**src/prbs_macros.svh**
```systemverilog
`ifndef PRBS_MACROS_SVH
`define PRBS_MACROS_SVH

`define PRBS_WIDTH 8       // Shift register width, taps 8,6,5,4 give period 255

`define PRBS_TAP_W 4       // Tap index width, addresses positions 1 to 15

`define PRBS_FIFO_DEPTH 4  // Beat buffer entries, kept a power of two

`define PRBS_CNT_W 16      // Width of every checker event counter

`endif
```
**src/prbs_cfg_pkg.sv**
```systemverilog
`default_nettype none

`include "prbs_macros.svh"

package prbs_cfg_pkg;

    typedef logic [`PRBS_WIDTH-1:0] prbs_word_t;  // One word of the sequence

    typedef logic [`PRBS_TAP_W-1:0] tap_idx_t;    // Tap position, zero leaves the tap unused

    typedef struct packed {
        tap_idx_t tap0;                            // Usually the register width itself
        tap_idx_t tap1;
        tap_idx_t tap2;
        tap_idx_t tap3;
    } tap_set_t;

    typedef logic [`PRBS_CNT_W-1:0] cnt_t;        // Plain wrapping event counter

endpackage : prbs_cfg_pkg

`default_nettype wire

```
**src/prbs_stream_pkg.sv**
```systemverilog
`default_nettype none

package prbs_stream_pkg;

    typedef struct packed {
        prbs_cfg_pkg::prbs_word_t data;     // Sequence word, bit 0 may carry an injected error
        logic                     wrap;     // Generator is back at the seed on this word
    } prbs_beat_t;

    typedef struct packed {
        logic                locked;        // Checker has taken its seed from the stream
        prbs_cfg_pkg::cnt_t  err_count;     // Words that differed from the prediction
        prbs_cfg_pkg::cnt_t  word_count;    // Words compared after the seed word
        prbs_cfg_pkg::cnt_t  wrap_count;    // Times the prediction came back to the seed
    } chk_status_t;

    typedef enum logic [1:0] {
        IDLE,                               // Waiting for the first beat
        ACQUIRE,                            // Seed loaded, core steps to the second word
        TRACK                               // Comparing every accepted beat
    } chk_state_t;

endpackage : prbs_stream_pkg

`default_nettype wire

```
**src/prbs_link_top.sv**
```systemverilog
`default_nettype none
`timescale 1ns/100ps

module prbs_link_top (
    input  logic                         i_clk,
    input  logic                         i_rst_n,
    input  logic                         i_start,
    input  prbs_cfg_pkg::prbs_word_t     i_seed,
    input  prbs_cfg_pkg::tap_set_t       i_taps,       // Shared by both shift registers
    input  logic                         i_inject,
    input  logic                         i_sink_stall,
    output prbs_stream_pkg::chk_status_t o_status,
    output logic                         o_src_valid,  // Generator hop handshake
    output logic                         o_src_ready
);

    prbs_stream_pkg::prbs_beat_t src_beat;   // Generator to FIFO
    prbs_stream_pkg::prbs_beat_t snk_beat;   // FIFO to checker
    logic                        snk_valid;
    logic                        snk_ready;

    prbs_generator u_prbs_generator (
        .i_clk   (i_clk),      .i_rst_n (i_rst_n),
        .i_start (i_start),    .i_seed  (i_seed),
        .i_taps  (i_taps),     .i_inject(i_inject),
        .i_ready (o_src_ready),
        .o_valid (o_src_valid), .o_beat (src_beat)
    );

    prbs_fifo u_prbs_fifo (
        .i_clk   (i_clk),       .i_rst_n (i_rst_n),
        .i_valid (o_src_valid), .i_beat  (src_beat), .o_ready (o_src_ready),
        .o_valid (snk_valid),   .o_beat  (snk_beat), .i_ready (snk_ready)
    );

    prbs_checker u_prbs_checker (
        .i_clk   (i_clk),     .i_rst_n (i_rst_n),
        .i_taps  (i_taps),    .i_valid (snk_valid),
        .i_beat  (snk_beat),  .i_stall (i_sink_stall),
        .o_ready (snk_ready), .o_status(o_status)
    );

endmodule : prbs_link_top

`default_nettype wire

```
**src/prbs_checker.sv**
```systemverilog
`default_nettype none
`timescale 1ns/100ps

module prbs_checker (
    input  logic                         i_clk,
    input  logic                         i_rst_n,
    input  prbs_cfg_pkg::tap_set_t       i_taps,
    input  logic                         i_valid,
    input  prbs_stream_pkg::prbs_beat_t  i_beat,
    input  logic                         i_stall,   // Sink back-pressure
    output logic                         o_ready,
    output prbs_stream_pkg::chk_status_t o_status
);

    prbs_stream_pkg::chk_state_t  r_state;
    prbs_stream_pkg::chk_status_t r_status;
    prbs_cfg_pkg::prbs_word_t     r_seed;        // First word received
    prbs_cfg_pkg::prbs_word_t     w_core_seed;
    prbs_cfg_pkg::prbs_word_t     w_predict;     // Word expected on the next beat
    logic                         w_at_seed;
    logic                         w_accept;
    logic                         w_idle;
    logic                         w_track;
    logic                         w_core_en;

    assign w_idle   = (r_state == prbs_stream_pkg::IDLE);
    assign w_track  = (r_state == prbs_stream_pkg::TRACK);
    // No beat is taken while the core moves past the seed
    assign o_ready  = ~i_stall & (r_state != prbs_stream_pkg::ACQUIRE);
    assign w_accept = i_valid & o_ready;

    // In IDLE the core loads straight from the incoming beat
    assign w_core_seed = w_idle ? i_beat.data : r_seed;
    assign w_core_en   = w_accept | (r_state == prbs_stream_pkg::ACQUIRE);  // ACQUIRE always steps

    lfsr_core u_lfsr_core (
        .i_clk       (i_clk),
        .i_rst_n     (i_rst_n),
        .i_enable    (w_core_en),
        .i_seed_load (w_idle),         // Step in ACQUIRE and TRACK
        .i_seed      (w_core_seed),
        .i_taps      (i_taps),
        .o_data      (w_predict),
        .o_at_seed   (w_at_seed)
    );

    always_ff @(posedge i_clk) begin
        if (w_idle && w_accept) begin
            r_seed <= i_beat.data;
        end
    end

    always_ff @(posedge i_clk or negedge i_rst_n) begin
        if (!i_rst_n) begin
            r_state  <= prbs_stream_pkg::IDLE;
            r_status <= '0;
        end else begin
            case (r_state)
                prbs_stream_pkg::IDLE: begin
                    if (w_accept) begin
                        r_state         <= prbs_stream_pkg::ACQUIRE;
                        r_status.locked <= 1'b1;              // Held until reset
                    end
                end
                prbs_stream_pkg::ACQUIRE: begin
                    r_state <= prbs_stream_pkg::TRACK;        // Core now predicts word two
                end
                default: begin
                    r_state <= prbs_stream_pkg::TRACK;
                end
            endcase
            if (w_track && w_accept) begin
                r_status.word_count <= r_status.word_count + 1'b1;
                if (i_beat.data != w_predict) begin
                    r_status.err_count <= r_status.err_count + 1'b1;
                end
                if (w_at_seed) begin
                    r_status.wrap_count <= r_status.wrap_count + 1'b1;  // Seed repeats here
                end
            end
        end
    end

    assign o_status = r_status;

endmodule : prbs_checker

`default_nettype wire

```
**src/prbs_fifo.sv**
```systemverilog
`default_nettype none
`timescale 1ns/100ps

`include "prbs_macros.svh"

module prbs_fifo (
    input  logic                        i_clk,
    input  logic                        i_rst_n,
    input  logic                        i_valid,   // Write side
    input  prbs_stream_pkg::prbs_beat_t i_beat,
    output logic                        o_ready,
    output logic                        o_valid,   // Read side
    output prbs_stream_pkg::prbs_beat_t o_beat,
    input  logic                        i_ready
);

    localparam int DEPTH = `PRBS_FIFO_DEPTH;
    localparam int AW    = $clog2(DEPTH);

    prbs_stream_pkg::prbs_beat_t r_mem [DEPTH];   // Beat storage
    logic [AW:0]                 r_wr_ptr;        // Top bit counts laps of the buffer
    logic [AW:0]                 r_rd_ptr;
    logic                        w_empty;
    logic                        w_full;
    logic                        w_wr;            // Beat accepted from the generator
    logic                        w_rd;            // Beat taken by the checker

    assign w_empty = (r_wr_ptr == r_rd_ptr);
    // Same slot but one lap apart means every entry holds a beat
    assign w_full  = (r_wr_ptr[AW] != r_rd_ptr[AW]) &&
                     (r_wr_ptr[AW-1:0] == r_rd_ptr[AW-1:0]);

    assign o_ready = ~w_full;
    assign o_valid = ~w_empty;
    assign w_wr    = i_valid & o_ready;
    assign w_rd    = o_valid & i_ready;

    always_ff @(posedge i_clk) begin
        if (w_wr) begin
            r_mem[r_wr_ptr[AW-1:0]] <= i_beat;
        end
    end

    // Both pointers may move on the same edge
    always_ff @(posedge i_clk or negedge i_rst_n) begin
        if (!i_rst_n) begin
            r_wr_ptr <= '0;
            r_rd_ptr <= '0;
        end else begin
            if (w_wr) begin
                r_wr_ptr <= r_wr_ptr + 1'b1;
            end
            if (w_rd) begin
                r_rd_ptr <= r_rd_ptr + 1'b1;
            end
        end
    end

    assign o_beat = r_mem[r_rd_ptr[AW-1:0]];      // Head entry, held until it is read

endmodule : prbs_fifo

`default_nettype wire

```
**src/prbs_generator.sv**
```systemverilog
`default_nettype none
`timescale 1ns/100ps

module prbs_generator (
    input  logic                        i_clk,
    input  logic                        i_rst_n,
    input  logic                        i_start,    // Level, a rising edge restarts the sequence
    input  prbs_cfg_pkg::prbs_word_t    i_seed,
    input  prbs_cfg_pkg::tap_set_t      i_taps,
    input  logic                        i_inject,   // Pulse, corrupts one later beat
    input  logic                        i_ready,
    output logic                        o_valid,
    output prbs_stream_pkg::prbs_beat_t o_beat
);

    prbs_cfg_pkg::prbs_word_t w_core_data;
    logic                     w_at_seed;
    logic                     w_load;       // Start edge while no beat is pending
    logic                     w_xfer;       // Beat leaves on this edge
    logic                     r_start_d;    // Last cycle's start level
    logic                     r_valid;
    logic                     r_inject;     // Armed error waiting for a transfer
    logic                     r_first;      // Seed word on offer, it closes no period

    assign w_load = i_start & ~r_start_d & ~r_valid;
    assign w_xfer = r_valid & i_ready;

    lfsr_core u_lfsr_core (
        .i_clk       (i_clk),
        .i_rst_n     (i_rst_n),
        .i_enable    (w_load | w_xfer),     // Only a transfer moves the sequence on
        .i_seed_load (w_load),
        .i_seed      (i_seed),
        .i_taps      (i_taps),
        .o_data      (w_core_data),
        .o_at_seed   (w_at_seed)
    );

    always_ff @(posedge i_clk or negedge i_rst_n) begin
        if (!i_rst_n) begin
            r_start_d <= 1'b0;
            r_valid   <= 1'b0;
            r_inject  <= 1'b0;
            r_first   <= 1'b0;
        end else begin
            r_start_d <= i_start;
            if (w_load) begin
                r_valid <= 1'b1;            // Seed word goes out next cycle
            end else if (w_xfer) begin
                r_valid <= i_start;         // Stop only between beats
            end
            if (i_inject) begin
                r_inject <= 1'b1;           // A new pulse wins over the clear
            end else if (w_xfer) begin
                r_inject <= 1'b0;
            end
            if (w_load) begin
                r_first <= 1'b1;
            end else if (w_xfer) begin
                r_first <= 1'b0;
            end
        end
    end

    always_comb begin
        o_valid     = r_valid;
        o_beat.data = w_core_data ^ {{($bits(w_core_data)-1){1'b0}}, r_inject};
        o_beat.wrap = w_at_seed & ~r_first; // Seed seen again after a full period
    end

endmodule : prbs_generator

`default_nettype wire

```
**src/lfsr_core.sv**
```systemverilog
`default_nettype none
`timescale 1ns/100ps

module lfsr_core (
    input  logic                     i_clk,
    input  logic                     i_rst_n,
    input  logic                     i_enable,     // Load or step on this cycle
    input  logic                     i_seed_load,  // Takes the seed instead of stepping
    input  prbs_cfg_pkg::prbs_word_t i_seed,
    input  prbs_cfg_pkg::tap_set_t   i_taps,
    output prbs_cfg_pkg::prbs_word_t o_data,
    output logic                     o_at_seed     // Register has come back to the seed
);

    localparam int W = $bits(prbs_cfg_pkg::prbs_word_t);

    logic [W:1] r_lfsr;   // Bit positions numbered like the tap indices
    logic [W:1] w_mask;   // One bit set per tap in use
    logic       w_fb;     // Bit shifted in at the bottom

    // Index zero never matches a position, so an unused tap adds nothing to the mask
    always_comb begin
        w_mask = '0;
        for (int i = 1; i <= W; i++) begin
            if ((i_taps.tap0 == prbs_cfg_pkg::tap_idx_t'(i)) ||
                (i_taps.tap1 == prbs_cfg_pkg::tap_idx_t'(i)) ||
                (i_taps.tap2 == prbs_cfg_pkg::tap_idx_t'(i)) ||
                (i_taps.tap3 == prbs_cfg_pkg::tap_idx_t'(i))) begin
                w_mask[i] = 1'b1;
            end
        end
    end

    assign w_fb = ~^(r_lfsr & w_mask);  // XNOR form, the all-ones word is the lock-up state

    always_ff @(posedge i_clk or negedge i_rst_n) begin
        if (!i_rst_n) begin
            r_lfsr <= '0;
        end else if (i_enable) begin
            if (i_seed_load) begin
                r_lfsr <= i_seed;                     // Restart the sequence
            end else begin
                r_lfsr <= {r_lfsr[W-1:1], w_fb};      // Shift towards the top bit
            end
        end
    end

    assign o_data    = r_lfsr;
    assign o_at_seed = (r_lfsr == i_seed);            // Seed must stay put while running

endmodule : lfsr_core

`default_nettype wire

```
**config.mk**
```make
export PLATFORM = sky130hd
export DESIGN_NAME = prbs_link_top
export DESIGN_NICKNAME = d
export VERILOG_FILES = /design/src/prbs_cfg_pkg.sv /design/src/prbs_stream_pkg.sv /design/src/prbs_link_top.sv /design/src/prbs_checker.sv /design/src/prbs_fifo.sv /design/src/prbs_generator.sv /design/src/lfsr_core.sv
export VERILOG_INCLUDE_DIRS = /design/src /design/src/src
export SDC_FILE = /design/constraint.sdc
export NUM_CORES = 1
export LEC_CHECK = 0
export BUFFER_PORTS_ARGS = -buffer_cell sky130_fd_sc_hd__clkbuf_2
export CORE_ASPECT_RATIO = 1.2
export CORE_MARGIN = 2
export CORE_UTILIZATION = 53
export DETAILED_ROUTE_END_ITERATION = 6
export GPL_TIMING_DRIVEN = 1
export PLACE_DENSITY = 0.78
export RECOVER_POWER = 100
export SLEW_MARGIN = 25
export SYNTH_ARGS = -nofsm -noshare
export SYNTH_HDL_FRONTEND = slang
export SYNTH_SLANG_ARGS = --single-unit
export TNS_END_PERCENT = 20
```
**constraint.sdc**
```tcl
create_clock -name i_clk -period 6.55 [get_ports i_clk]
set_input_delay 1.31 -clock i_clk [delete_from_list [all_inputs] [get_ports i_clk]]
set_output_delay 1.31 -clock i_clk [all_outputs]
set_load 0.03 [all_outputs]
```
==> metrics.txt <==
outcome completed; Die ar. 0.0114 sq mm; vias in the first global route 3709; Seq. cell area 0.00310 sq mm; Seq/Total Area, Yosys 0.552; cts repair resizes 0; CP Capture Type flip-flop; port bufs 79; Fmax achieved 294 MHz; pre-CTS WS 3250 ps; cts hold-fix bufs 0; Post-synth ARST share 0.655; Yosys reg bits 116; post-place instance area 0.00614 sq mm; drt total wl 11500 um; fin. max-slew vios 0; num ports 80; Design Area, Final 0.00664 sq mm; most frequent cells in the layout dfrtp_1, xnor2_1, clkbuf_1; total power 0.00294 W; Post-Syn Area per Cell 12.6 sq um; share of the synthesized area in the top cell type 0.339; largest cells by area after synthesis dfrtp_1, edfxtp_1, xnor2_1; die height 117 um; max_cap viols 0; endpoints failing hold 0; Synth area leader dfrtp_1; Setup CP Type in2reg; Total GRT Usage 0.206; commonest non-fill, non-tap cell in the layout dfrtp_1; core area 0.0104 sq mm; RSZ-0062 raised after global routing false; antenna viol nets, final 0; initial DRC count 207; CTS root buf clkbuf_16; Final min period 3400 ps; CP required 6830 ps; top_reg_cell synth dfrtp_1; WP data arrival 3680 ps; H-tree levels 4; setup_tns 0 ps; latest clock arrival within the worst-skew pair 410 ps; post-CTS setup buffers 0; nets@finish 574; Max VDD drop 0.000298 V; final setup vio count 0; die width 98.0 um; Post-synth EDFFs 40; total congestion overflow 0; total clock sinks 116; DRT Pass-1 Iters 4; first-pass GRT wire length 18300 um; # diodes 0; Multi-input gate area 0.00241 sq mm; Post-Syn Instances 446; DP HPWL 8050 um; Power Dens Cells 443 mW/mm^2; # fillers 813; Layout area overhead 18.2%; Syn. warnings 0; average vias per placed instance 5.67; post-route worst setup slack 3150 ps; period utilization 0.519; static leakage 2.66 nW; DR WL/cell 16.9 um; drt drc 0; Setup Skew 12.1 ps; share of layout cells above drive strength 1 0.118; Reg clk slew, reported paths 50 ps; Slew @ Worst Pin 966 ps; worst rel slew slack 0.356; pin count of the biggest net entering global routing 77; Net Count, Synth 483; FP Rows 41; initial antenna violation count 0; Synth Cell Area 0.00562 sq mm; Critical Path Source Type input port; total vias in the final route 3853; CTS Buf Count 17; Starting Density 0.539; CP Max Fanout 13; Hold Crit Class reg2reg; routability cong. 0.851; Netlist cell types 44; CTS tree built; worst-case clock buffer depth 2
## final timing paths
| path | startpoint | end | slack (ps) | cells past startpoint |
|---|---|---|---|---|
| min in group asynchronous | i_rst_n | u_prbs_checker.o_status[28] | 930 | 1 |
| worst max-delay path | i_sink_stall | u_prbs_checker.o_status[1] | 3150 | 7 |
| worst min-delay path | u_prbs_checker.o_status[31] | u_prbs_checker.o_status[31] | 460 | 1 |
| worst min register to register | u_prbs_checker.o_status[31] | u_prbs_checker.o_status[31] | 460 | 1 |
| worst max register to register | u_prbs_fifo.r_rd_ptr[0] | u_prbs_checker.o_status[1] | 3220 | 6 |
| max in group asynchronous | i_rst_n | u_prbs_checker.o_status[32] | 5140 | 1 |
## final cells by class
type	instances	share of cell area
multi-input combinational	311	0.363
inverter	10	0.00565
clock buffer	21	0.0693
clock inverter	11	0.0194
timing repair buffer	81	0.0514
tap	129	0.0243
sequential	116	0.467
## Yosys cell counts (all sizes together) (2+ instances only)
library cell / n
ha: 8
and2: 6
xor2: 21
mux4: 8
and4b: 4
nor3: 2
nor4bb: 12
nand4: 10
o21ai: 12
mux2: 5
a22oi: 7
clkbuf: 5
buf: 4
nand3: 17
o41ai: 16
xnor2: 61
nor2b: 2
o31a: 2
dfrtp: 76
edfxtp: 40
and3: 14
nor4b: 16
inv: 10
nand2: 49
nor2: 17
mux2i: 11
## flip-flops by register name, summed over array words and instances (netlist names)
register	cells
u_prbs_generator.r_start_d	1
u_prbs_checker.r_seed	8
u_prbs_generator.u_lfsr_core.o_data	8
u_prbs_checker.o_status	49
u_prbs_fifo.r_wr_ptr	3
u_prbs_fifo.r_mem	32
u_prbs_generator.r_inject	1
u_prbs_fifo.r_rd_ptr	3
u_prbs_checker.u_lfsr_core.o_data	8
u_prbs_checker.r_state	2
u_prbs_generator.o_valid	1
## logic make-up after synthesis
| family | synth area share |
|---|---|
| AOI/OAI and AO/OA | 0.0546 |
| xor gates and xnor gates | 0.128 |
| adders and majority gates | 0.0178 |
| buffers and inverters | 0.0165 |
| DFF | 0.552 |
| muxes | 0.0686 |
| and+or+nand+nor | 0.162 |
## critical path, cell delays in order
cell and delay [ps]:
clkbuf_1 110, nor3b_1 220, o31a_1 390, nand3_1 130, or3_4 400, nor2_1 710
mux2_2 420
## per-layer routing
metal / GRT usage / up-vias / routed length, um
li1: - / 1829 / -
met1: 0.251 / 1925 / 4910
met2: 0.363 / 86 / 5940
met3: 0.0422 / 13 / 469
met4: 0.0843 / 0 / 161
met5: 0 / - / 0
## report_power, final
part | switching, W | internal (W)
Sequential | 0.000213 | 0.000982
Combinational | 0.000497 | 0.000351
Clock | 0.000319 | 0.000581
Total | 0.00103 | 0.00191
## per-stage QoR
step	hold WS [ps]	util	instances
finish	464	0.638	679
global route	497	0.638	679
CTS	473	0.646	679
detailed placement	463	0.589	647
global placement	462	0.589	647
floorplan	485	-	446
Power figures use the tool's default switching activity.
